File: src/ooo_pkg.sv
package ooo_pkg;

    // dispatch width, instructions per cycle
    localparam int SS = 2;

    // default depth of each reservation table
    localparam int RS_ENTRIES = 8;

    localparam int NUM_PREGS = 32;
    localparam int NUM_ROB = 32;

    typedef logic [$clog2(NUM_PREGS)-1:0] preg_t;
    typedef logic [$clog2(NUM_ROB)-1:0] rob_id_t;
    typedef logic [31:0] word_t;

    // selects both the table and the functional unit
    typedef enum logic {
        FU_ALU = 1'b0,
        FU_MUL = 1'b1
    } fu_kind_e;

    // encodings fixed, the stimulus file uses the raw numbers
    typedef enum logic [2:0] {
        OP_ADD = 3'd0,
        OP_SUB = 3'd1,
        OP_XOR = 3'd2,
        OP_AND = 3'd3,
        OP_OR  = 3'd4,
        OP_SLL = 3'd5
    } alu_op_e;

    // control that rides alongside the multiplier datapath
    typedef struct packed {
        logic    valid;
        rob_id_t rob_id;
        preg_t   dest_tag;
    } mul_stage_t;

endpackage
File: src/ooo_ifs.sv
`timescale 1ns/1ps

// table to functional unit, operands come back from the register file
interface issue_if;
    import ooo_pkg::*;

    logic    valid;
    rob_id_t rob_id;
    alu_op_e op;
    preg_t   src1_tag;
    preg_t   src2_tag;
    logic    use_imm;
    word_t   imm;
    preg_t   dest_tag;
    logic    ready;
    word_t   src1_val;
    word_t   src2_val;

    modport table_mp (
        output valid, rob_id, op, src1_tag, src2_tag, use_imm, imm, dest_tag,
        input  ready
    );
    modport unit_mp (
        input  valid, rob_id, op, use_imm, imm, dest_tag, src1_val, src2_val,
        output ready
    );
    modport prf_mp (
        input  src1_tag, src2_tag,
        output src1_val, src2_val
    );
endinterface


File: src/mul_unit.sv
`timescale 1ns/1ps

module mul_unit (
    input  logic             clk,
    input  logic             rst,
    issue_if.unit_mp         iss,
    output logic             res_valid,
    output ooo_pkg::rob_id_t res_rob_id,
    output ooo_pkg::preg_t   res_tag,
    output ooo_pkg::word_t   res_value
);
    import ooo_pkg::*;

    mul_stage_t st1;
    mul_stage_t st2;
    mul_stage_t st3;

    // stage 1: 16x16 partial products
    word_t       s1_ll;
    logic [15:0] s1_lh;
    logic [15:0] s1_hl;
    // stage 2: cross terms summed
    word_t       s2_ll;
    logic [15:0] s2_cross;

    // never stalls, always accepts
    assign iss.ready = 1'b1;

    always_ff @(posedge clk) begin
        if (rst) begin
            st1 <= '0;
            st2 <= '0;
            st3 <= '0;
        end else begin
            st1 <= '{valid: iss.valid, rob_id: iss.rob_id, dest_tag: iss.dest_tag};
            st2 <= st1;
            st3 <= st2;
        end
    end

    always_ff @(posedge clk) begin
        s1_ll <= iss.src1_val[15:0] * iss.src2_val[15:0];
        // only low halves of the cross terms reach the low word
        s1_lh <= iss.src1_val[15:0] * iss.src2_val[31:16];
        s1_hl <= iss.src1_val[31:16] * iss.src2_val[15:0];
        s2_ll <= s1_ll;
        s2_cross <= s1_lh + s1_hl;
        res_value <= s2_ll + {s2_cross, 16'h0000};
    end

    assign res_valid = st3.valid;
    assign res_rob_id = st3.rob_id;
    assign res_tag = st3.dest_tag;

endmodule

File: src/flat_wrapper.sv
// flat-port wrapper written by rule: the top's interface ports become plain ports
module mul_unit_flat import ooo_pkg::*;
  (clk, rst, res_valid, res_rob_id, res_tag, res_value, iss_valid, iss_rob_id, iss_op, iss_use_imm, iss_imm, iss_dest_tag, iss_src1_val, iss_src2_val, iss_ready);
  issue_if iss_i ();
  input  logic clk;
  input  logic rst;
  output logic res_valid;
  output ooo_pkg::rob_id_t res_rob_id;
  output ooo_pkg::preg_t res_tag;
  output ooo_pkg::word_t res_value;
  input wire logic [$bits(iss_i.valid)-1:0] iss_valid;
  input wire logic [$bits(iss_i.rob_id)-1:0] iss_rob_id;
  input wire logic [$bits(iss_i.op)-1:0] iss_op;
  input wire logic [$bits(iss_i.use_imm)-1:0] iss_use_imm;
  input wire logic [$bits(iss_i.imm)-1:0] iss_imm;
  input wire logic [$bits(iss_i.dest_tag)-1:0] iss_dest_tag;
  input wire logic [$bits(iss_i.src1_val)-1:0] iss_src1_val;
  input wire logic [$bits(iss_i.src2_val)-1:0] iss_src2_val;
  output wire logic [$bits(iss_i.ready)-1:0] iss_ready;
  assign iss_i.valid = iss_valid;
  assign iss_i.rob_id = iss_rob_id;
  assign iss_i.op = iss_op;
  assign iss_i.use_imm = iss_use_imm;
  assign iss_i.imm = iss_imm;
  assign iss_i.dest_tag = iss_dest_tag;
  assign iss_i.src1_val = iss_src1_val;
  assign iss_i.src2_val = iss_src2_val;
  assign iss_ready = iss_i.ready;
  mul_unit u_core (.clk(clk), .rst(rst), .iss(iss_i), .res_valid(res_valid), .res_rob_id(res_rob_id), .res_tag(res_tag), .res_value(res_value));
endmodule
File: config.mk
export PLATFORM = sky130hd
export DESIGN_NAME = mul_unit_flat
export DESIGN_NICKNAME = d
export VERILOG_FILES = /design/src/ooo_pkg.sv /design/src/ooo_ifs.sv /design/src/mul_unit.sv /design/src/flat_wrapper.sv
export SDC_FILE = /design/constraint.sdc
export NUM_CORES = 1
export LEC_CHECK = 0
export ABC_AREA = 1
export BUFFER_PORTS_ARGS = -buffer_cell sky130_fd_sc_hd__buf_2
export CAP_MARGIN = 20
export CORE_ASPECT_RATIO = 1.1
export CORE_MARGIN = 5
export CORE_UTILIZATION = 45
export DETAILED_ROUTE_END_ITERATION = 10
export PLACE_DENSITY = 0.61
export REMOVE_ABC_BUFFERS = 1
export SYNTH_ARGS = -nofsm -noshare
export SYNTH_HDL_FRONTEND = slang
export SYNTH_SLANG_ARGS = --single-unit
File: constraint.sdc
create_clock -name clk -period 14.49 [get_ports clk]
set_clock_uncertainty 0.1 [all_clocks]
set_input_delay 0.7245 -clock clk [delete_from_list [all_inputs] [get_ports clk]]
set_output_delay 0.7245 -clock clk [all_outputs]
set_load 0.03 [all_outputs]
After elaboration in Yosys (flattened, before gate mapping)
Cells that the tools add are included.

Add/subtract/negate cells: 2. $mul: 3.

Operators by type and width (count): 32-bit adder (1); 16-bit by 16-bit multiplier with 16-bit output (2); 16-bit by 16-bit multiplier with 32-bit output (1); 16-bit adder (1).

Register bits: 177. Input port bits: 113. Output and inout bits: 44. Word-level logic and storage cells: 20.

Longest topological paths before layout
Gate-level depths: netlist of run 1.

Word-level depth: 1. Depth in mapped cells: 29. Mapped depth without buffers: 27.

Worst setup path after synthesis of run 1
No wires, ideal clock.

Path kind: input to register. Start point: input iss_src1_val[12]. End point: register u_core.s1_ll[27]. Setup time: 0.121 ns. Arrival: 5.674 ns. Required time: 14.269 ns. Slack: 8.595 ns. Stages: 21. Buffers on the path: 2. Path through: clkbuf_1 clkbuf_1 nand2_1 fa_1 fa_1 fa_1 inv_1 fa_1 fa_1 inv_1 fa_1 inv_1 ha_1 a21o_1 a21oi_1 nand3_2 a21oi_2 nor2_1 nand2_1 nand2_1 xor2_1.

Longest elaborated chain between the ends: 1.

RTL lines: start: declaration (line flat_wrapper.sv:17) `input wire logic [$bits(iss_i.src1_val)-1:0] iss_src1_val;`; 16-bit by 16-bit multiplier with 32-bit output (line mul_unit.sv:42) `s1_ll <= iss.src1_val[15:0] * iss.src2_val[15:0];`; end signal: assignment (line mul_unit.sv:42); end: declaration (line mul_unit.sv:19) `word_t s1_ll;`.

Every way passes these cells. A chain may end at the register's enable or synchronous reset.

Worst setup path after layout of run 1
Start point: input iss_src2_val[1]. End point: register u_core.s1_ll[28].

Longest elaborated chain between the ends: 1.

RTL lines: start: declaration (line flat_wrapper.sv:18) `input wire logic [$bits(iss_i.src2_val)-1:0] iss_src2_val;`; 16-bit by 16-bit multiplier with 32-bit output (line mul_unit.sv:42).

Every way passes these cells.

==> metrics.yaml, run 1 <==
drt-vias-per-instance: 4.85
core-area_um2: 49100
hold_viol_final: 0
fmax_mhz: 164
numCtsBuffers: 17
ctsResizeCount: 0
worst_slew_pin_slew_ns: 0.866
synth_area_leader_cell: "fa_1"
status: "completed"
hold_class: "register to register"
rsz0062_at_grt: "false"
dpl.hpwl_mm: 40.6
min_to: "u_core.res_value[5]$_DFF_P_"
drv_slew: 0
gr-usage-met2: 0.329
ys.warnings.count: 0
fin_nets: 3575
grt_pass1_vias: 18000
ys_seq_area_frac: 0.158
dr.pass1.iters: 5
diodes: 0
gr-usage-all-layers: 0.196
grt_first_pass_wirelength_mm: 88.1
end_kind: "register"
area_growth_pct: 7.02
cts.sinks: 177
met1_usage: 0.264
synth_async_sr_flop_share: 0
antenna_found_initial: 0
setup_viol: 0
cts_tree: "done"
route.detailed.drc: 0
syn-cell-area_um2: 22400
drive_gt1_frac: 0.0623
first_iter_violations: 893
holdCritStartpoint: "u_core.s2_ll[5]$_DFF_P_"
avgSynthCellArea_um2: 7.88
grt_max_degree: 34
yosysMostFrequentCell: "inv_1"
synth_ff_type: "dfxtp_1"
fin_tns_setup_ns: 0
post_cts_buffers: 0
grt.busiest_layer: "met2"
clock_latency_ns: 0.42
timing.rr.end: "u_core.s2_cross[12]$_DFF_P_"
ant_nets: 0
r2r-start: "u_core.s1_hl[1]$_DFF_P_"
initial_core_util: 0.456
grtUsageMet3: 0.0261
num_vias: 17200
placementRows: 85
r2r_cells: 9
max-slew-margin-rel: 0.423
period_needed_ns: 6.11
path_max_fanout: 32
cp.required_ns: 14.74
path_clk_slew_ns: 0.07
h-tree-depth: 4
drt_wl_total_mm: 51.9
ys_top_cells_by_area: "fa_1, dfxtp_1, inv_1"
critPathKind: "primary input to register"
synth_seq_cells: 177
ys_types: 45
overflow: 0
clockBufferDepth: 2
fin_crit_sh: 0.421
ios: 157
syn_inst: 2839
die_area_um2: 54300
synth_commonest_cells: "inv_1, nand2_1, fa_1, ha_1, dfxtp_1"
post_drt_wl_per_cell_um: 14.7
yosysTopAreaCellShare: 0.318
cp.arrival_ns: 6.36
worst_setup_path_start_kind: "primary input"
cap_viol_max_count: 0
cts_hold_buffers: 0
holdPathStages: 0
port_buffers: 119
die_h_um: 244
gp_congestion: 0.898
synth-edff-count: 0
clockRootBuffer: "clkbuf_16"
die_w_um: 223
ff2ff_setup_slack_ns: 12.31
## logic make-up (layout without fill, tap and decap cells)
group,after synthesis,count (layout),synth area share
AO/OA/AOI/OAI,165,165,0.0428
XOR/XNOR,93,93,0.0364
AND/OR/NAND/NOR,912,912,0.161
flip-flops,177,177,0.158
adder cells (fa/ha/maj),588,588,0.448
buffers and inverters,903,951,0.154
other,1,1,0.000168
## final cells by class
cell class,instances,area (µm²)
Fill cell,4776,25200
Multi-Input combinational cell,1759,15400
Sequential cell,177,3540
Inverter,794,2980
Tap cell,652,816
Timing Repair Buffer,125,641
Clock buffer,18,439
Clock inverter,14,135
## cells in the final DEF, fill, tap and decap left out, types with 40 or more instances in the layout
| cell type | netlist | routed |
|---|---|---|
| buf_2 | 21 | 119 |
| dfxtp_1 | 177 | 177 |
| a21oi_1 | 83 | 83 |
| ha_1 | 232 | 232 |
| xor2_1 | 53 | 53 |
| nand2_1 | 739 | 739 |
| nor2_1 | 85 | 85 |
| xnor2_1 | 40 | 40 |
| fa_1 | 356 | 356 |
| nand3_1 | 49 | 49 |
| inv_1 | 793 | 793 |
## flip-flops by register name (all words and copies together) (netlist names)
name	count
u_core.res_value	32
u_core.res_valid	1
u_core.s2_ll	32
u_core.s2_cross	16
u_core.st1	11
u_core.s1_lh	16
u_core.res_rob_id	5
u_core.st2	11
u_core.res_tag	5
u_core.s1_hl	16
u_core.s1_ll	32
## worst max-delay path: stages
cell,delay [ns]
buf_2,0.60
nand2_1,0.19
fa_1,0.55
fa_1,0.48
fa_1,0.55
inv_1,0.06
fa_1,0.44
fa_1,0.51
inv_1,0.05
fa_1,0.47
inv_1,0.04
ha_1,0.38
nand2_1,0.13
nor2_1,0.18
nor3b_2,0.29
nand4_1,0.15
nand3_1,0.20
nand3_1,0.10
nand3_1,0.09
xor2_1,0.15
## worst max path at each step
stage               slack, ns                       end            start
CTS                      8.42  u_core.s1_ll[28]$_DFF_P_  iss_src2_val[1]
floorplan                9.10  u_core.s1_ll[27]$_DFF_P_  iss_src1_val[7]
detailed placement       7.98  u_core.s1_ll[28]$_DFF_P_  iss_src2_val[1]
global placement         8.09  u_core.s1_ll[28]$_DFF_P_  iss_src1_val[5]
finish                   8.38  u_core.s1_ll[28]$_DFF_P_  iss_src2_val[1]
global route             8.13  u_core.s1_ll[28]$_DFF_P_  iss_src2_val[1]
## metrics by stage
step / instances / hold slack (ns) / area, µm² / util / setup slack (ns)
floorplan: 2730 / 0.210 / 21900 / - / 9.10
global placement: 3507 / 0.211 / 23400 / 0.476 / 8.09
detailed placement: 3507 / 0.212 / 23400 / 0.476 / 7.98
CTS: 3539 / 0.223 / 24000 / 0.488 / 8.42
global route: 3539 / 0.230 / 24000 / 0.488 / 8.13
finish: 3539 / 0.222 / 24000 / 0.488 / 8.38
## per-layer routing
layer | up-vias | wire length [µm]
li1 | 8230 | -
met5 | - | 0
met1 | 8352 | 22800
met2 | 482 | 24100
met3 | 88 | 2980
met4 | 0 | 1980
Power of run 1 is left out: the tool's default activity adds up to more than one toggle a clock period on the data nets, which glitch-free logic cannot reach.
==> inputs of run 2 (changes only) <==
==> constraint.sdc (replaced) <==
create_clock -name clk -period 5.69 [get_ports clk]
set_clock_uncertainty 0.1 [all_clocks]
set_input_delay 0.2845 -clock clk [delete_from_list [all_inputs] [get_ports clk]]
set_output_delay 0.2845 -clock clk [all_outputs]
set_load 0.03 [all_outputs]
==> metrics.yaml, run 2 (same netlist as run 1, synthesis figures left out) <==
grt_first_pass_wirelength_mm: 91.1  # +3.4%
pre_cts_ws_ns: -0.114  # -8.10 ns
area_growth_pct: 9.89
clockBufferDepth: 2  # unchanged
layout_common_cells: "inv_1, nand2_1, fa_1"
worst_hold_slack_ns: 0.201  # -0.0208 ns
cts.sinks: 177  # unchanged
fin_nets: 3648  # +2.0%
cap_viol_max_count: 0  # unchanged
fin_crit_sh: 0.938
route.detailed.drc: 0  # unchanged
ant_nets: 0  # unchanged
status: "completed"
dpl.hpwl_mm: 45.8  # +13%
cp.arrival_ns: 5.60  # -0.76 ns
critPathKind: "primary input to register"
post_drt_wl_per_cell_um: 15.1  # +2.9%
grt_pass1_vias: 18100  # +0.61%
drt_wl_total_mm: 54.4  # +5.0%
critPathMaxStageDelay_ns: 0.56  # -0.04 ns
fmax_mhz: 187
cp.required_ns: 5.95  # -8.79 ns
hold_class: "primary input to register"
clockRootBuffer: "clkbuf_16"
drive_gt1_frac: 0.0811  # +0.0188
max-vdd-ir-drop_uv: 715
setup_viol: 0  # unchanged
core-area_um2: 49100  # unchanged
design_area_um2: 24600  # +2.7%
ios: 157  # unchanged
power_density_nw_per_um2: 643
path_max_fanout: 17  # -47%
gr-usage-all-layers: 0.206  # +0.00958
dr.pass1.iters: 6  # +1
overflow: 0  # unchanged
clock_latency_ns: 0.42  # about the same
period_needed_ns: 5.34
placementRows: 85  # unchanged
setup_slack_ns: 0.351  # -8.03 ns
drt-vias-per-instance: 4.77  # -1.6%
die_w_um: 223  # unchanged
first_iter_violations: 886  # -0.78%
crit_top_cell: "fa_1"
end_kind: "register"
numCtsBuffers: 17  # unchanged
die_area_um2: 54300  # unchanged
die_h_um: 244  # unchanged
numPlacedInstances: 3569  # +1.8%
path_cells: "buf_2, nand2_1, fa_1, fa_1, inv_1, fa_1, fa_1, fa_1, inv_1, fa_1, inv_1, ha_1, nand2_1, nor2_1, nor3b_2, nand4_1, nand3_1, nand3_1, nand3_1, xor2_1"
cts_tree: "done"
port_buffers: 119  # unchanged
crit_slowest_cell: "fa_1"
top_regs: "u_core.res_value (32), u_core.s1_ll (32), u_core.s2_ll (32)"
antenna_found_initial: 1  # +1
gp_congestion: 0.898  # about the same
initial_core_util: 0.456  # unchanged
final_cells: 3612  # +2.1%
h-tree-depth: 4  # unchanged
grt_max_degree: 34  # unchanged
hold_viol_final: 0  # unchanged
max-slew-margin-rel: 0.536  # +0.113
dpl_cell_area_um2: 23900  # +2.3%
drv_slew: 0  # unchanged
worst_setup_path_start_kind: "primary input"
num_vias: 17200  # +0.40%
worst_slew_pin_slew_ns: 0.696  # -0.170 ns
path_clk_slew_ns: 0.07  # about the same
rsz0062_at_grt: "false"
final_common_cell: "inv_1"
leakage_nw: 14.5
run 2: changes by cell type in the layout (fill, tap and decap cells not counted), sizes merged:
| cell | delta |
|---|---|
| bufinv | +1 |
| diode | +1 |
| dlygate4sd3 | +11 |
| buf | +61 |
| clkinv | -4 |
| inv | +2 |
| clkbuf | +1 |
run 2: what timing repair did:
| item | in CTS | in global routing |
|---|---|---|
| hold buffers | 11 | 0 |
| buffers inserted | 0 | 0 |
| resized for setup | 0 | 1 |
| setup endpoints to repair | 0 | 1 |
| hold endpoints to repair | 11 | 0 |
run 2: worst max-delay path: cells and delay by family:
kind	cells	cell delay, ns
adders and majority gates	7	3.36
buffers and inverters	4	0.59
xor gates and xnor gates	1	0.15
and+or+nand+nor	8	1.21
run 2: where the power goes:
| group | internal, mW | switching [mW] |
|---|---|---|
| combinational | 5.03 | 7.51 |
| sequential | 1.93 | 0.232 |
| clock | 0.621 | 0.509 |
| total | 7.58 | 8.25 |
run 2: final cells by class:
| cell class | instances | area (µm²) |
|---|---|---|
| clock inverters | 13 | 144 |
| diodes | 1 | 2.50 |
| repair buffers | 198 | 1280 |
| well taps | 652 | 816 |
| clock buffers | 18 | 429 |
| inverters | 794 | 2980 |
| fillers | 4786 | 24500 |
| flip-flops and latches | 177 | 3540 |
| multi-input cells | 1759 | 15400 |
run 2: worst paths after layout:
check | slack (ns) | start | end | depth (start not counted)
setup / recovery | 0.35 | iss_src2_val[3] | u_core.s1_ll[28]$_DFF_P_ | 20
setup reg to reg | 3.46 | u_core.s1_hl[0]$_DFF_P_ | u_core.s2_cross[12]$_DFF_P_ | 10
hold reg to reg | 0.23 | u_core.s2_ll[6]$_DFF_P_ | u_core.res_value[6]$_DFF_P_ | 0
hold / removal | 0.20 | iss_src2_val[16] | u_core.s1_lh[0]$_DFF_P_ | 3
run 2: metrics by stage:
| step | utilization | total power, mW | setup TNS [ns] |
|---|---|---|---|
| 6_report | 0.501 | 15.8 | 0 |
| 3_5_place_dp | 0.487 | 14.7 | -0.212 |
| 2_1_floorplan | - | 11.1 | 0 |
| 3_3_place_gp | 0.487 | 14.6 | -0.0113 |
| 4_1_cts | 0.500 | 15.9 | 0 |
| 5_1_grt | 0.501 | 17.8 | 0 |
run 2: metal layers:
layer	vias to the layer above	global-route usage	wire length [µm]
met5	-	0	0
met4	0	0.0535	1260
met3	54	0.0321	3030
met2	428	0.351	26100
met1	8360	0.275	24100
li1	8378	-	-
Note: power is estimated with default switching activity, not from simulation.
==> inputs of run 3 (changes only) <==
--- a/config.mk
+++ b/config.mk
@@ -9,7 +9,6 @@
 export BUFFER_PORTS_ARGS = -buffer_cell sky130_fd_sc_hd__buf_2
 export CAP_MARGIN = 20
 export CORE_ASPECT_RATIO = 1.1
-export CORE_MARGIN = 5
 export CORE_UTILIZATION = 45
 export DETAILED_ROUTE_END_ITERATION = 10
 export PLACE_DENSITY = 0.61
==> constraint.sdc (replaced) <==
create_clock -name clk -period 6.8 [get_ports clk]
set_clock_uncertainty 0.1 [all_clocks]
set_input_delay 0.34 -clock clk [delete_from_list [all_inputs] [get_ports clk]]
set_output_delay 0.34 -clock clk [all_outputs]
set_load 0.03 [all_outputs]
==> metrics.yaml, run 3 (same netlist as run 1, synthesis figures left out) <==
port_buffers: 119  # unchanged
overflow: 0  # unchanged
cts.sinks: 177  # unchanged
fill_cells: 4778  # -0.17%
cap_viol_max_count: 0  # unchanged
setup_slack_ns: 1.18  # +0.832 ns
rsz0062_at_grt: "false"
antenna_found_initial: 0  # -1
fin_crit_sh: 0.826
cp.required_ns: 7.02  # +1.07 ns
cts_hold_buffers: 0  # -11
dpl_cell_area_um2: 23400  # -2.0%
path_clk_slew_ns: 0.07  # about the same
layout_common_cells: "inv_1, nand2_1, fa_1"
post_cts_buffers: 0  # unchanged
core-area_um2: 49000  # -0.22%
critPathMaxStageDelay_ns: 0.58  # +0.02 ns
worst_slew_pin_slew_ns: 0.793  # +0.0969 ns
clockBufferDepth: 2  # unchanged
die_h_um: 236  # -3.3%
grt_pass1_vias: 17900  # -1.2%
num_vias: 17100  # -0.57%
cp.arrival_ns: 5.84  # +0.24 ns
clockRootBuffer: "clkbuf_16"
grt_max_degree: 34  # unchanged
area_growth_pct: 7.05
holdPathStages: 3  # unchanged
cts_tree: "done"
setup_viol: 0  # unchanged
gp_congestion: 0.901  # +0.32%
dpl.hpwl_mm: 42.6  # -6.9%
period_needed_ns: 5.62
cp_top_family: "adder cells"
gr-usage-all-layers: 0.217  # +0.0111
pre_cts_ws_ns: 0.832  # +0.946 ns
route.detailed.drc: 0  # unchanged
clock_latency_ns: 0.42  # about the same
fin_nets: 3582  # -1.8%
h-tree-depth: 4  # unchanged
dr.pass1.iters: 7  # +1
diodes: 0  # -1
numCtsBuffers: 17  # unchanged
placementRows: 85  # unchanged
critPathKind: "primary input to register"
die_area_um2: 50600  # -6.8%
die_w_um: 215  # -3.6%
ff2ff_setup_slack_ns: 4.49  # +1.03 ns
fmax_mhz: 178
initial_core_util: 0.457  # +0.000988
drt-vias-per-instance: 4.83  # +1.3%
cp.depth: 22  # +10%
hold_viol_final: 0  # unchanged
ios: 157  # unchanged
drt_wl_total_mm: 52.7  # -3.1%
ant_nets: 0  # unchanged
end_kind: "register"
post_drt_wl_per_cell_um: 14.9  # -1.3%
design_area_um2: 24000  # -2.6%
path_max_fanout: 25  # +8
fin_tns_setup_ns: 0  # unchanged
worst_hold_slack_ns: 0.0239  # -0.177 ns
r2r_cells: 10  # unchanged
worst_setup_path_start_kind: "primary input"
drv_slew: 0  # unchanged
final_common_cell: "inv_1"
drive_gt1_frac: 0.0636  # -0.0175
crit_slowest_cell: "fa_1"
grt_first_pass_wirelength_mm: 88.3  # -3.2%
max-slew-margin-rel: 0.471  # -0.0646
status: "completed"
first_iter_violations: 926  # +4.5%
top_regs: "u_core.res_value (32), u_core.s1_ll (32), u_core.s2_ll (32)"
path_buf_inv: 7  # +3
ctsResizeCount: 0  # unchanged
hold_class: "primary input to register"
path_cells: "buf_2, nand2_1, fa_1, inv_1, fa_1, inv_1, fa_1, inv_1, fa_1, fa_1, inv_1, fa_1, inv_1, ha_1, nand2_1, inv_1, a21oi_1, nand3_2, a21oi_2, nor2_1, nor2_1, xnor2_1"
==> run 3: cell count changes in the layout (fill, tap and decap cells not counted), moves of 2 or more <==
cell,previous run,this run
buf_12,5,0
buf_4,63,13
clkinv_2,0,3
clkinvlp_4,1,3
dlygate4sd3_1,11,0
inv_6,6,3
inv_8,4,0
==> run 3: worst min-delay path: cells and delay by family <==
family	cells	cell delay, ns
buffers and inverters	2	0.13
AND/OR/NAND/NOR	1	0.03
==> run 3: area by class of cell <==
type	count	area [µm²]	share of cell area
multi-input cells	1759	15400	0.643
flip-flops and latches	177	3540	0.148
inverters	794	2980	0.124
well taps	652	816	0.0340
repair buffers	132	693	0.0289
clock buffers	20	447	0.0186
clock inverters	11	81.3	0.00339
==> run 3: layer usage <==
metal,GRT usage,wire length [µm],vias up
met5,0,0,-
met4,0.0688,1670,0
met3,0.0330,3100,70
met2,0.370,24900,483
met1,0.282,23000,8320
li1,-,-,8249
==> run 3: path summary, 6_finish.rpt <==
kind | from | endpoint
max | iss_src2_val[7] | u_core.s1_ll[23]$_DFF_P_
min | iss_rob_id[1] | u_core.st1[6]$_SDFF_PP0_
max reg2reg | u_core.s1_hl[0]$_DFF_P_ | u_core.s2_cross[12]$_DFF_P_
min reg2reg | u_core.s2_ll[5]$_DFF_P_ | u_core.res_value[5]$_DFF_P_
==> run 3: stage by stage <==
step,cells,utilization
global route,3545,0.489
detailed placement,3514,0.478
CTS,3545,0.489
global placement,3514,0.478
floorplan,2730,-
finish,3545,0.489
Power of run 3 is left out for the same reason.
