`src/ooo_pkg.sv`:
```
package ooo_pkg;

    // dispatch width, instructions per cycle
    localparam int SS = 2;

    // default depth of each reservation table
    localparam int RS_ENTRIES = 8;

    localparam int NUM_PREGS = 32;
    localparam int NUM_ROB = 32;

    typedef logic [$clog2(NUM_PREGS)-1:0] preg_t;
    typedef logic [$clog2(NUM_ROB)-1:0] rob_id_t;
    typedef logic [31:0] word_t;

    // selects both the table and the functional unit
    typedef enum logic {
        FU_ALU = 1'b0,
        FU_MUL = 1'b1
    } fu_kind_e;

    // encodings fixed, the stimulus file uses the raw numbers
    typedef enum logic [2:0] {
        OP_ADD = 3'd0,
        OP_SUB = 3'd1,
        OP_XOR = 3'd2,
        OP_AND = 3'd3,
        OP_OR  = 3'd4,
        OP_SLL = 3'd5
    } alu_op_e;

    // control that rides alongside the multiplier datapath
    typedef struct packed {
        logic    valid;
        rob_id_t rob_id;
        preg_t   dest_tag;
    } mul_stage_t;

endpackage
```
`src/ooo_ifs.sv`:
```
`timescale 1ns/1ps

// table to functional unit, operands come back from the register file
interface issue_if;
    import ooo_pkg::*;

    logic    valid;
    rob_id_t rob_id;
    alu_op_e op;
    preg_t   src1_tag;
    preg_t   src2_tag;
    logic    use_imm;
    word_t   imm;
    preg_t   dest_tag;
    logic    ready;
    word_t   src1_val;
    word_t   src2_val;

    modport table_mp (
        output valid, rob_id, op, src1_tag, src2_tag, use_imm, imm, dest_tag,
        input  ready
    );
    modport unit_mp (
        input  valid, rob_id, op, use_imm, imm, dest_tag, src1_val, src2_val,
        output ready
    );
    modport prf_mp (
        input  src1_tag, src2_tag,
        output src1_val, src2_val
    );
endinterface

// one result per cycle, broadcast to everyone waiting
interface cdb_if;
    import ooo_pkg::*;

    logic    valid;
    rob_id_t rob_id;
    preg_t   dest_tag;
    word_t   value;

    modport bus_mp (output valid, rob_id, dest_tag, value);
    modport snoop_mp (input valid, rob_id, dest_tag, value);
endinterface

```
`src/reservation_table.sv`:
```
`timescale 1ns/1ps

module reservation_table #(
    parameter int                ENTRIES    = ooo_pkg::RS_ENTRIES,
    parameter ooo_pkg::fu_kind_e TABLE_KIND = ooo_pkg::FU_ALU
) (
    input  logic                         clk,
    input  logic                         rst,
    input  logic                         disp_valid    [ooo_pkg::SS],
    input  ooo_pkg::fu_kind_e            disp_kind     [ooo_pkg::SS],
    input  ooo_pkg::alu_op_e             disp_op       [ooo_pkg::SS],
    input  ooo_pkg::rob_id_t             disp_rob_id   [ooo_pkg::SS],
    input  ooo_pkg::preg_t               disp_src1_tag [ooo_pkg::SS],
    input  ooo_pkg::preg_t               disp_src2_tag [ooo_pkg::SS],
    input  logic                         disp_use_imm  [ooo_pkg::SS],
    input  ooo_pkg::word_t               disp_imm      [ooo_pkg::SS],
    input  ooo_pkg::preg_t               disp_dest_tag [ooo_pkg::SS],
    input  logic [ooo_pkg::SS-1:0][1:0]  src_ready,
    cdb_if.snoop_mp                      cdb,
    issue_if.table_mp                    iss,
    output logic                         table_full
);
    import ooo_pkg::*;

    // per-entry control
    logic [ENTRIES-1:0] ent_busy;
    logic [ENTRIES-1:0] ent_met1;
    logic [ENTRIES-1:0] ent_met2;

    // per-entry payload
    rob_id_t ent_rob_id   [ENTRIES];
    alu_op_e ent_op       [ENTRIES];
    preg_t   ent_src1     [ENTRIES];
    preg_t   ent_src2     [ENTRIES];
    logic    ent_use_imm  [ENTRIES];
    word_t   ent_imm      [ENTRIES];
    preg_t   ent_dest     [ENTRIES];

    logic                       alloc_en   [SS];
    logic [$clog2(ENTRIES)-1:0] alloc_idx  [SS];
    logic [ENTRIES-1:0]         alloc_mask;
    logic                       sel_found;
    logic                       sel_fire;
    logic [$clog2(ENTRIES)-1:0] sel_idx;
    logic [$clog2(ENTRIES):0]   free_cnt;

    // lowest free entry per slot, earlier slots mask theirs out
    always_comb begin
        alloc_mask = '0;
        for (int i = 0; i < SS; i++) begin
            alloc_en[i] = 1'b0;
            alloc_idx[i] = '0;
            if (disp_valid[i] && disp_kind[i] == TABLE_KIND) begin
                for (int j = ENTRIES - 1; j >= 0; j--) begin
                    if (!ent_busy[j] && !alloc_mask[j]) begin
                        alloc_en[i] = 1'b1;
                        alloc_idx[i] = j[$clog2(ENTRIES)-1:0];
                    end
                end
                if (alloc_en[i]) begin
                    alloc_mask[alloc_idx[i]] = 1'b1;
                end
            end
        end
    end

    // lowest-index entry with both operands met
    always_comb begin
        sel_found = 1'b0;
        sel_idx = '0;
        for (int j = ENTRIES - 1; j >= 0; j--) begin
            if (ent_busy[j] && ent_met1[j] && ent_met2[j]) begin
                sel_found = 1'b1;
                sel_idx = j[$clog2(ENTRIES)-1:0];
            end
        end
    end

    // only pick when the unit can take it
    assign sel_fire = sel_found && iss.ready;

    always_comb begin
        free_cnt = '0;
        for (int j = 0; j < ENTRIES; j++) begin
            if (!ent_busy[j]) begin
                free_cnt = free_cnt + 1'b1;
            end
        end
    end

    // need room for a full dispatch pair
    assign table_full = int'(free_cnt) < SS;

    always_ff @(posedge clk) begin
        if (rst) begin
            ent_busy <= '0;
        end else begin
            // wakeup from the broadcast
            for (int j = 0; j < ENTRIES; j++) begin
                if (cdb.valid && ent_src1[j] == cdb.dest_tag) begin
                    ent_met1[j] <= 1'b1;
                end
                if (cdb.valid && ent_src2[j] == cdb.dest_tag) begin
                    ent_met2[j] <= 1'b1;
                end
            end
            if (sel_fire) begin
                ent_busy[sel_idx] <= 1'b0;
            end
            // src_ready already folds in a same-cycle broadcast
            for (int i = 0; i < SS; i++) begin
                if (alloc_en[i]) begin
                    ent_busy[alloc_idx[i]] <= 1'b1;
                    ent_met1[alloc_idx[i]] <= src_ready[i][0];
                    ent_met2[alloc_idx[i]] <= src_ready[i][1] || disp_use_imm[i];
                end
            end
        end
    end

    always_ff @(posedge clk) begin
        for (int i = 0; i < SS; i++) begin
            if (alloc_en[i]) begin
                ent_rob_id[alloc_idx[i]] <= disp_rob_id[i];
                ent_op[alloc_idx[i]] <= disp_op[i];
                ent_src1[alloc_idx[i]] <= disp_src1_tag[i];
                ent_src2[alloc_idx[i]] <= disp_src2_tag[i];
                ent_use_imm[alloc_idx[i]] <= disp_use_imm[i];
                ent_imm[alloc_idx[i]] <= disp_imm[i];
                ent_dest[alloc_idx[i]] <= disp_dest_tag[i];
            end
        end
    end

    // issue is a one-cycle pulse
    always_ff @(posedge clk) begin
        if (rst) begin
            iss.valid <= 1'b0;
        end else begin
            iss.valid <= sel_fire;
        end
    end

    always_ff @(posedge clk) begin
        if (sel_fire) begin
            iss.rob_id <= ent_rob_id[sel_idx];
            iss.op <= ent_op[sel_idx];
            iss.src1_tag <= ent_src1[sel_idx];
            iss.src2_tag <= ent_src2[sel_idx];
            iss.use_imm <= ent_use_imm[sel_idx];
            iss.imm <= ent_imm[sel_idx];
            iss.dest_tag <= ent_dest[sel_idx];
        end
    end

endmodule

```
`src/flat_wrapper.sv`:
```
// flat-port wrapper written by rule: the top's interface ports become plain ports
module reservation_table_flat import ooo_pkg::*;
#(
    parameter int                ENTRIES    = ooo_pkg::RS_ENTRIES,
    parameter ooo_pkg::fu_kind_e TABLE_KIND = ooo_pkg::FU_ALU
)
  (clk, rst, disp_valid, disp_kind, disp_op, disp_rob_id, disp_src1_tag, disp_src2_tag, disp_use_imm, disp_imm, disp_dest_tag, src_ready, table_full, cdb_valid, cdb_rob_id, cdb_dest_tag, cdb_value, iss_valid, iss_rob_id, iss_op, iss_src1_tag, iss_src2_tag, iss_use_imm, iss_imm, iss_dest_tag, iss_ready);
  cdb_if cdb_i ();
  issue_if iss_i ();
  input  logic clk;
  input  logic rst;
  input  logic disp_valid[ooo_pkg::SS];
  input  ooo_pkg::fu_kind_e disp_kind[ooo_pkg::SS];
  input  ooo_pkg::alu_op_e disp_op[ooo_pkg::SS];
  input  ooo_pkg::rob_id_t disp_rob_id[ooo_pkg::SS];
  input  ooo_pkg::preg_t disp_src1_tag[ooo_pkg::SS];
  input  ooo_pkg::preg_t disp_src2_tag[ooo_pkg::SS];
  input  logic disp_use_imm[ooo_pkg::SS];
  input  ooo_pkg::word_t disp_imm[ooo_pkg::SS];
  input  ooo_pkg::preg_t disp_dest_tag[ooo_pkg::SS];
  input  logic [ooo_pkg::SS-1:0][1:0] src_ready;
  output logic table_full;
  input wire logic [$bits(cdb_i.valid)-1:0] cdb_valid;
  input wire logic [$bits(cdb_i.rob_id)-1:0] cdb_rob_id;
  input wire logic [$bits(cdb_i.dest_tag)-1:0] cdb_dest_tag;
  input wire logic [$bits(cdb_i.value)-1:0] cdb_value;
  output wire logic [$bits(iss_i.valid)-1:0] iss_valid;
  output wire logic [$bits(iss_i.rob_id)-1:0] iss_rob_id;
  output wire logic [$bits(iss_i.op)-1:0] iss_op;
  output wire logic [$bits(iss_i.src1_tag)-1:0] iss_src1_tag;
  output wire logic [$bits(iss_i.src2_tag)-1:0] iss_src2_tag;
  output wire logic [$bits(iss_i.use_imm)-1:0] iss_use_imm;
  output wire logic [$bits(iss_i.imm)-1:0] iss_imm;
  output wire logic [$bits(iss_i.dest_tag)-1:0] iss_dest_tag;
  input wire logic [$bits(iss_i.ready)-1:0] iss_ready;
  assign cdb_i.valid = cdb_valid;
  assign cdb_i.rob_id = cdb_rob_id;
  assign cdb_i.dest_tag = cdb_dest_tag;
  assign cdb_i.value = cdb_value;
  assign iss_valid = iss_i.valid;
  assign iss_rob_id = iss_i.rob_id;
  assign iss_op = iss_i.op;
  assign iss_src1_tag = iss_i.src1_tag;
  assign iss_src2_tag = iss_i.src2_tag;
  assign iss_use_imm = iss_i.use_imm;
  assign iss_imm = iss_i.imm;
  assign iss_dest_tag = iss_i.dest_tag;
  assign iss_i.ready = iss_ready;
  reservation_table #(.ENTRIES(ENTRIES), .TABLE_KIND(TABLE_KIND)) u_core (.clk(clk), .rst(rst), .disp_valid(disp_valid), .disp_kind(disp_kind), .disp_op(disp_op), .disp_rob_id(disp_rob_id), .disp_src1_tag(disp_src1_tag), .disp_src2_tag(disp_src2_tag), .disp_use_imm(disp_use_imm), .disp_imm(disp_imm), .disp_dest_tag(disp_dest_tag), .src_ready(src_ready), .cdb(cdb_i), .iss(iss_i), .table_full(table_full));
endmodule
```
`config.mk`:
```
export PLATFORM = sky130hd
export DESIGN_NAME = reservation_table_flat
export DESIGN_NICKNAME = d
export VERILOG_FILES = /design/src/ooo_pkg.sv /design/src/ooo_ifs.sv /design/src/reservation_table.sv /design/src/flat_wrapper.sv
export SDC_FILE = /design/constraint.sdc
export NUM_CORES = 1
export LEC_CHECK = 0
export ABC_AREA = 1
export CAP_MARGIN = 20
export CORE_MARGIN = 2
export CORE_UTILIZATION = 55
export DETAILED_ROUTE_END_ITERATION = 12
export DONT_BUFFER_PORTS = 1
export MAX_ROUTING_LAYER = met4
export PLACE_DENSITY = 0.71
export SETUP_SLACK_MARGIN = 0.15
export SYNTH_ARGS = -nofsm -noshare
export SYNTH_HDL_FRONTEND = slang
export SYNTH_SLANG_ARGS = --single-unit
```
`constraint.sdc`:
```
create_clock -name clk -period 7.7 [get_ports clk]
set_clock_uncertainty 0.15 [all_clocks]
set_input_delay 0 -clock clk [delete_from_list [all_inputs] [get_ports clk]]
set_output_delay 0 -clock clk [all_outputs]
set_load 0.02 [all_outputs]
```
; After elaboration in Yosys (flattened, before gate mapping)
; Memories as Yosys holds them, arrays and structs flattened. A register that Yosys moved wholly into a read port is not among the register bits.
; Index checks and enable logic that the tools add are counted.
[totals]
memories = 7
word_cells = 237
in_bits = 166
out_inout_bits = 58
mem_bits_rw = 448
reg_bits = 25
[op_classes]
bitwise = 6
n_lt_le_gt_ge = 9
n_mux = 123
n_eq_ne = 16
reduce_logical = 65
addsub = 7
[memory_table]
columns = name, words, width, rd, rd_ports_with_merged_regs, write_ports, line
row1 = u_core.ent_imm, 8, 32, 1, 1, 2, reservation_table.sv:36  ; word_t ent_imm [ENTRIES];
row2 = u_core.ent_dest, 8, 5, 1, 1, 2, reservation_table.sv:37  ; preg_t ent_dest [ENTRIES];
row3 = u_core.ent_rob_id, 8, 5, 1, 1, 2, reservation_table.sv:31  ; rob_id_t ent_rob_id [ENTRIES];
row4 = u_core.ent_src1, 8, 5, 9, 1, 2, reservation_table.sv:33  ; preg_t ent_src1 [ENTRIES];
row5 = u_core.ent_src2, 8, 5, 9, 1, 2, reservation_table.sv:34  ; preg_t ent_src2 [ENTRIES];
row6 = u_core.ent_op, 8, 3, 1, 1, 2, reservation_table.sv:32  ; alu_op_e ent_op [ENTRIES];
row7 = +1 memories, -, -, -, -, -, -
[op_table]
columns = operator, n
row1 = 8-bit two-way mux, 13
row2 = 3-bit two-way mux, 27
row3 = 5-bit == test, 16
row4 = 1-bit two-way mux, 68
row5 = 1-bit logical AND, 47
row6 = 8-bit bitwise mux, 4
row7 = 4-bit two-way mux, 7
row8 = "4-bit by 1-bit adder with 4-bit output, second input constant", 6
row9 = 1-bit zero test, 16
row10 = "3-bit by 4-bit < comparator with 1-bit output, second input constant", 4
row11 = 8-bit bitwise OR, 2
row12 = 1-bit demux with 3-bit select, 4
row13 = "3-bit by 1-bit >= comparator with 1-bit output, second input constant", 4
row14 = 8-bit bitwise AND, 1
row15 = 8-bit inverter, 1
row16 = "4-bit by 2-bit < comparator with 1-bit output, second input constant", 1
row17 = "1-bit by 1-bit adder with 2-bit output, second input constant", 1
row18 = 1-bit logical OR, 2
row19 = 1-bit inverter, 2

; Logic depth before layout (Yosys ltp)
; Gate-level depths: netlist (run 1).
[logic_depth]
word_depth = 32
ltp_mapped = 23
ltp_nobuf = 23

; Worst setup path after synthesis (run 1)
; OpenSTA, ideal clock, no wires.
[synth_timing]
kind = register to output
start = register u_core.ent_busy[0]
end = output port table_full
stages_incl_launch_ff = 23
t_arrival_ns = 3.649
path_buffers = 0
path_slack_ns = 3.901
cell_sequence = dfxtp_1 -> inv_2 -> ha_1 -> inv_1 -> nand2_1 -> nand2_1 -> inv_1 -> ha_1 -> nand2_1 -> nand2_1 -> ha_1 -> nor2_1 -> a31oi_1 -> ha_1 -> nand2_1 -> nand2_1 -> ha_1 -> nor2_1 -> a31oi_1 -> ha_1 -> mux2i_1 -> o21ai_0 -> nor2_1
[synth_via]
elab_chain_len = 16
[synth_lines]
columns = item, line
row1 = start: declaration, reservation_table.sv:26  ; logic [ENTRIES-1:0] ent_busy;
row2 = start signal: assignment, reservation_table.sv:96  ; ent_busy <= '0;
row3 = start signal: indexed assignment, reservation_table.sv:108  ; ent_busy[sel_idx] <= 1'b0;
row4 = start signal: indexed assignment, reservation_table.sv:113  ; ent_busy[alloc_idx[i]] <= 1'b1;
row5 = 1-bit two-way mux *, reservation_table.sv:85  ; if (!ent_busy[j]) begin
row6 = 1-bit by 1-bit adder with 2-bit output, reservation_table.sv:86  ; free_cnt = free_cnt + 1'b1;
row7 = 4-bit two-way mux *, reservation_table.sv:85
row8 = 4-bit by 1-bit adder with 4-bit output, reservation_table.sv:86
row9 = 4-bit two-way mux *, reservation_table.sv:85
row10 = 4-bit by 1-bit adder with 4-bit output, reservation_table.sv:86
row11 = 4-bit two-way mux *, reservation_table.sv:85
row12 = 4-bit by 1-bit adder with 4-bit output, reservation_table.sv:86
row13 = 4-bit two-way mux *, reservation_table.sv:85
row14 = 4-bit by 1-bit adder with 4-bit output, reservation_table.sv:86
row15 = 4-bit two-way mux *, reservation_table.sv:85
row16 = 4-bit by 1-bit adder with 4-bit output, reservation_table.sv:86
row17 = 4-bit two-way mux *, reservation_table.sv:85
row18 = 4-bit by 1-bit adder with 4-bit output, reservation_table.sv:86
row19 = 4-bit two-way mux *, reservation_table.sv:85
row20 = 4-bit by 2-bit < comparator with 1-bit output *, reservation_table.sv:92  ; assign table_full = int'(free_cnt) < SS;
row21 = end: declaration, flat_wrapper.sv:22  ; output logic table_full;
; Every way passes the cells marked *; elsewhere a longest branch is shown, timed or not.

; Worst setup path in the final report (run 1)
; Ends and elaborated chain as after synthesis.

==> results of run 1 <==
[Yosys cell counts, drive strengths merged]
library cell | number | area (µm²)
a31oi | 4 | 25.0
xor2 | 14 | 123
o21ai | 718 | 3590
a21oi | 46 | 238
buf | 115 | 676
o31ai | 1 | 7.51
edfxtp | 520 | 15600
o22ai | 22 | 138
nand3b | 1 | 7.51
inv | 129 | 497
nor3b | 1 | 12.5
or2 | 1 | 6.26
a31o | 12 | 105
nand2 | 586 | 2330
a211oi | 5 | 37.5
o211ai | 4 | 30.0
clkinv | 1 | 3.75
o2111ai | 57 | 499
a22o | 2 | 17.5
nor3 | 3 | 31.3
nand3 | 19 | 95.1
xnor2 | 3 | 26.3
dfxtp | 9 | 180
a21boi | 3 | 22.5
mux2i | 1 | 10.0
ha | 7 | 87.6
o21bai | 1 | 7.51
nor2 | 391 | 1490
clkbuf | 125 | 477
nor4 | 1 | 6.26
a221oi | 23 | 201
[cells by family after synthesis]
logic type | Yosys count | share of synthesized area, %
compound gates | 898 | 18.5
buf+inv | 370 | 6.21
simple gates | 1003 | 15.0
xor+xnor | 17 | 0.560
mux | 1 | 0.0376
fa+ha+maj | 7 | 0.329
flops | 529 | 59.4
[per-layer routing]
metal | part of all wire (%) | wire length (µm) | vias to the layer above
met5 | 0 | 0 | -
met4 | 3.7 | 2840 | 0
met3 | 10 | 7750 | 202
met2 | 47 | 36100 | 1206
met1 | 39 | 29900 | 10069
li1 | - | - | 9942
[critical path, delay by kind of cell, from the launching register on]
kind            cells  cell delay (ps)
buf+inv             3              210
flops               1              560
compound gates      3              610
mux                 1              150
simple gates        9              890
fa+ha+maj           6             1750
[stage by stage]
step           hold slack [ps]  setup WS (ps)
2_1_floorplan             49.7           3900
3_3_place_gp             -76.8           3450
3_5_place_dp             -75.6           3340
4_1_cts                   3.37           2690
5_1_grt                   86.8           2350
6_report                  27.3           2760
[power groups by stage]
| stage | clock (mW) | combinational, mW | sequential [mW] |
|---|---|---|---|
| finish | 2.59 | 0.615 | 3.29 |
| floorplan | 0 | 0.404 | 3.34 |
| global placement | 0 | 0.464 | 3.35 |
| global route | 2.71 | 0.690 | 3.30 |
| detailed placement | 0 | 0.487 | 3.35 |
| CTS | 2.60 | 0.607 | 3.29 |
[how the worst max path moves through the flow]
stage,from,to,slack (ps),cells past startpoint
3_5_place_dp,u_core.ent_busy[0]$_SDFF_PP0_,table_full,3340,22
4_1_cts,u_core.ent_busy[0]$_SDFF_PP0_,table_full,2690,22
2_1_floorplan,u_core.ent_busy[0]$_SDFF_PP0_,table_full,3900,22
5_1_grt,u_core.ent_busy[0]$_SDFF_PP0_,table_full,2350,22
3_3_place_gp,u_core.ent_busy[0]$_SDFF_PP0_,table_full,3450,23
6_report,u_core.ent_busy[0]$_SDFF_PP0_,table_full,2760,22
[cell type report]
class | count | share of cell area, %
Antenna cell | 13 | 0.108
Clock buffer | 59 | 4.54
Clock inverter | 38 | 1.13
Inverter | 130 | 1.69
Multi-Input combinational cell | 1926 | 30.6
Sequential cell | 529 | 52.4
Tap cell | 615 | 2.55
Timing Repair Buffer | 212 | 6.96
[state kept, by name, indices dropped and copies added, names as in the netlist, 5 cells and up]
register	cells
u_core.ent_imm	256
u_core.ent_dest	40
u_core.ent_rob_id	40
u_core.ent_src1	40
u_core.ent_src2	40
u_core.iss.imm	32
u_core.ent_op	24
u_core.ent_busy	8
u_core.ent_met1	8
u_core.ent_met2	8
u_core.ent_use_imm	8
u_core.iss.dest_tag	5
u_core.iss.rob_id	5
u_core.iss.src1_tag	5
u_core.iss.src2_tag	5
==> flow_metrics.env, run 1 <==
export IMPL_internal_power_mw=4.96
export IMPL_ir_drop_mv=0.144
export IMPL_synth_seq_area_share_pct=59.4
export IMPL_vias_per_cell=6.08
export IMPL_grtUsageTotal_pct=31.4
export IMPL_p_leak_nw=11.4
export IMPL_hold_end="u_core.ent_met2[7]$_DFFE_PN_"
export IMPL_p_switching_mw=1.54
export IMPL_synth_cell_type_count=46
export IMPL_io_pins=224
export IMPL_clock_power_share_pct=39.8
export IMPL_drt_iter0_drc=2835
export IMPL_rr_endpoint="u_core.ent_src2[0][0]$_DFFE_PP_"
export IMPL_tns_ps=0
export IMPL_comb_power_share_pct=9.5
export IMPL_die_h_um=224
export IMPL_htreeDepth=2
export IMPL_cp_required_ps=7550
export IMPL_cts_buffers=54
export IMPL_tightest_slew_ps=1130
export IMPL_total_power_mw=6.49
export IMPL_fin_nets=3026
export IMPL_relSlewSlack_pct=24.4
export IMPL_syn_area_per_cell_um2=9.42
export IMPL_start_util_pct=55.7
export IMPL_dr_total_vias=21419
export IMPL_layout_commonest_cell="o21ai_0"
export IMPL_syn_inst=2825
export IMPL_arrival_ps=4790
export IMPL_io_buffer_count=0
export IMPL_fillerInstances=3787
export IMPL_seqCellArea_mm2=0.0158
export IMPL_areaGrowthSynthToFinish_pct=13.3
export IMPL_hold_path_class="input pin to flop"
export IMPL_place_area_mm2=0.0264
export IMPL_final_util_pct=63.1
export IMPL_fin_crit_ps=4940
export IMPL_grt_overflow=0
export IMPL_synth_area_mm2=0.0266
export IMPL_multi_input_area_mm2=0.00923
export IMPL_grt_use_met2_pct=48.5
export IMPL_cp_cell_sequence="inv_2, ha_1, inv_1, nand2_1, nand2_1, inv_1, ha_1, nand2_1, nand2_1, ha_1, nor2_1, a31oi_1, ha_1, nand2_1, nand2_1, ha_1, nor2_1, a31oi_1, ha_1, mux2i_1, o21ai_0, nor2_1"
export IMPL_dp_hpwl_um=40100
export IMPL_stdcell_area_mm2=0.0301
export IMPL_hold_violations=0
export IMPL_yosys_warnings=0
export IMPL_critPathMaxStageDelay_ps=560
export IMPL_drive_gt1_share_pct=5.39
export IMPL_place_congestion=0.947
export IMPL_ff2ff_setup_slack_ps=3310
export IMPL_coreArea_mm2=0.0477
export IMPL_placed_cells=3217
export IMPL_cts_path_max_buffers=3
export IMPL_finalMaxSlewViolations=0
export IMPL_whs_path_depth=7
export IMPL_die_x_um=224
export IMPL_grt_pass1_vias=20300
export IMPL_cp_start_kind="flop"
export IMPL_ys_seq_elements=529
export IMPL_period_share_pct=64.1
export IMPL_post_cts_buffers=0
export IMPL_r2r_cells=15
export IMPL_busiest_layer="met2"
export IMPL_wire_per_inst_um=21.7
export IMPL_clk_root_buffer_cell="clkbuf_16"
export IMPL_cp_slowest_cell="dfxtp_1"
export IMPL_cts_tree="yes"
export IMPL_routed_wl_um=76600
export IMPL_r2r_start="u_core.ent_busy[0]$_SDFF_PP0_"
export IMPL_use_met3_pct=5.65
export IMPL_layoutNonFillerInstCount=3522
export IMPL_path_clk_slew_ps=60
export IMPL_power_density_mw_per_mm2=215
export IMPL_syn_num_nets=2998
export IMPL_firstDrtPassIters=6
export IMPL_fmax_mhz=203
export IMPL_min_from="cdb_dest_tag[1]"
export IMPL_seq_power_share_pct=50.7
export IMPL_maxCapViolCount=0
export IMPL_clock_latency_ps=610
export IMPL_status="finished clean"
export IMPL_setup_viol=0
export IMPL_dieArea_mm2=0.0501
export IMPL_grt_max_degree=119
export IMPL_cts_resized=0
export IMPL_hold_buffers=194
export IMPL_layout_common_cells="o21ai_0, nand2_1, edfxtp_1"
export IMPL_use_met1_pct=41.2
export IMPL_path_max_fanout=8
export IMPL_antenna_left=0
export IMPL_criticalPathCategory="flop to output pin"
export IMPL_row_count=80
export IMPL_antenna_found_initial=10
export IMPL_rsz0062_at_grt="false"
export IMPL_endpoint_kind="output pin"
export IMPL_grt_pass1_wl_um=116000
export IMPL_swShare_pct=23.6
export IMPL_drc=0
export IMPL_cts_sinks=529
(Power assumes the default switching activity.)
==> inputs of run 2 (changes only) <==
--- a/config.mk
+++ b/config.mk
@@ -12,7 +12,7 @@
 export DETAILED_ROUTE_END_ITERATION = 12
 export DONT_BUFFER_PORTS = 1
 export MAX_ROUTING_LAYER = met4
-export PLACE_DENSITY = 0.71
+export PLACE_DENSITY = 0.74
 export SETUP_SLACK_MARGIN = 0.15
 export SYNTH_ARGS = -nofsm -noshare
 export SYNTH_HDL_FRONTEND = slang
==> constraint.sdc (replaced) <==
create_clock -name clk -period 4.2 [get_ports clk]
set_clock_uncertainty 0.15 [all_clocks]
set_input_delay 0 -clock clk [delete_from_list [all_inputs] [get_ports clk]]
set_output_delay 0 -clock clk [all_outputs]
set_load 0.02 [all_outputs]
==> flow_metrics.env, run 2 (synthesis gave the netlist of run 1 again) <==
export IMPL_status="finished clean"
export IMPL_path_max_fanout=4
export IMPL_cts_sinks=529
export IMPL_antenna_found_initial=9
export IMPL_p_switching_mw=2.97
export IMPL_placed_cells=3243
export IMPL_clock_latency_ps=620
export IMPL_hold_path_class="input pin to flop"
export IMPL_io_buffer_count=0
export IMPL_cts_path_max_buffers=3
export IMPL_areaGrowthSynthToFinish_pct=16.0
export IMPL_die_x_um=224
export IMPL_cp_required_ps=4050
export IMPL_routed_wl_um=80000
export IMPL_grt_pass1_vias=21040
export IMPL_drc=0
export IMPL_criticalPathCategory="flop to output pin"
export IMPL_grt_pass1_wl_um=121000
export IMPL_fin_crit_ps=4120
export IMPL_rsz0062_at_grt="true"
export IMPL_layout_commonest_cell="o21ai_0"
export IMPL_drt_iter0_drc=2974
export IMPL_dieArea_mm2=0.0501
export IMPL_htreeDepth=2
export IMPL_tns_ps=0
export IMPL_maxCapViolCount=0
export IMPL_cts_buffers=56
export IMPL_dr_total_vias=22089
export IMPL_dp_hpwl_um=43700
export IMPL_antenna_left=0
export IMPL_seq_power_share_pct=49.1
export IMPL_relSlewSlack_pct=21.8
export IMPL_layout_common_cells="o21ai_0, nand2_1, edfxtp_1"
export IMPL_internal_power_mw=9.32
export IMPL_fmax_mhz=242
export IMPL_layoutNonFillerInstCount=3561
export IMPL_cp_start_kind="flop"
export IMPL_wire_per_inst_um=22.5
export IMPL_arrival_ps=3970
export IMPL_final_util_pct=64.6
export IMPL_power_density_mw_per_mm2=398
export IMPL_tightest_slew_ps=1170
export IMPL_grt_overflow=0
export IMPL_path_clk_slew_ps=60
export IMPL_largest_reg_flops=256
export IMPL_stdcell_area_mm2=0.0309
export IMPL_comb_power_share_pct=11.0
export IMPL_p_leak_nw=11.7
export IMPL_start_util_pct=55.7
export IMPL_setup_viol=0
export IMPL_ir_drop_mv=0.326
export IMPL_io_pins=224
export IMPL_place_area_mm2=0.0268
export IMPL_row_count=80
export IMPL_clk_root_buffer_cell="clkbuf_16"
export IMPL_hold_violations=0
export IMPL_clock_power_share_pct=40.0
export IMPL_die_h_um=224
export IMPL_fin_nets=3064
export IMPL_grtUsageTotal_pct=32.4
export IMPL_endpoint_kind="output pin"
export IMPL_total_power_mw=12.3
export IMPL_swShare_pct=24.2
export IMPL_finalMaxSlewViolations=0
export IMPL_grt_max_degree=118
export IMPL_vias_per_cell=6.20
export IMPL_firstDrtPassIters=6
export IMPL_drive_gt1_share_pct=7.73
export IMPL_coreArea_mm2=0.0477
export IMPL_cts_tree="yes"
export IMPL_place_congestion=0.922
export IMPL_period_share_pct=98.2
-- run 2: power by group through the flow --
| stage | clock (mW) | combinational [mW] | sequential [mW] |
|---|---|---|---|
| 5_1_grt | 5.13 | 1.48 | 6.03 |
| 6_report | 4.91 | 1.35 | 6.03 |
| 4_1_cts | 4.93 | 1.21 | 6.03 |
| 3_5_place_dp | 0 | 0.925 | 6.14 |
| 3_3_place_gp | 0 | 0.889 | 6.14 |
| 2_1_floorplan | 0 | 0.741 | 6.12 |
-- run 2: timing repair --
item                                   CTS  global route
hold buffers                           190             0
gates cloned                             0             1
setup endpoints to repair                1            14
pin swaps                               13            15
endpoints found under the hold margin  495             0
buffers inserted                         7             7
gates resized for setup                 20            26
-- run 2: per-layer routing --
layer	vias up	track usage, %	routed length (µm)	share of wire (%)
li1	10020	-	-	-
met1	10432	41.9	30200	38
met2	1388	51.3	38100	48
met3	249	5.18	8520	11
met4	0	13.4	3230	4.0
met5	-	-	0	0
-- run 2: final timing paths --
check        depth (start not counted)                       startpoint                         endpoint  slack (ps)
max                                 22    u_core.ent_busy[1]$_SDFF_PP0_                       table_full          80
min                                  6                  cdb_dest_tag[1]     u_core.ent_met1[6]$_DFFE_PN_          40
max reg2reg                         23    u_core.ent_busy[7]$_SDFF_PP0_  u_core.ent_imm[1][17]$_DFFE_PP_         390
min reg2reg                          2  u_core.ent_imm[5][24]$_DFFE_PP_     u_core.iss.imm[24]$_DFFE_PP_         430
-- run 2: layout make-up --
class,count,area (µm²)
fillers,3626,16900
repair buffers,247,2570
clock inverters,38,308
diodes,9,22.5
multi-input cells,1927,9400
flip-flops and latches,529,15800
clock buffers,66,1480
inverters,130,510
well taps,615,769
-- run 2: worst max-delay path: stages, from the launching register on --
cell and delay (ps):
dfxtp_4 360, buf_4 160, ha_4 170, o21ai_4 190, ha_4 230, nand2_4 80, nand2_4 60, ha_4 280
nor2_4 40, a31oi_4 190, ha_4 230, nand2_2 90, nand2_4 70, ha_4 280, nor2_4 40, a31oi_4 190
buf_4 140, nand2_1 70, nor2_2 160, nand2_1 70, nand2_1 70, nor2_1 40, buf_4 150
-- run 2: stage by stage --
stage | hold slack [ps] | setup slack [ps]
after floorplan | 49.7 | 401
after global placement | -76.7 | 263
after detailed placement | -75.1 | 189
after CTS | 15.8 | 62.7
after global routing | 97.1 | -37.2
final | 39.2 | 75.8
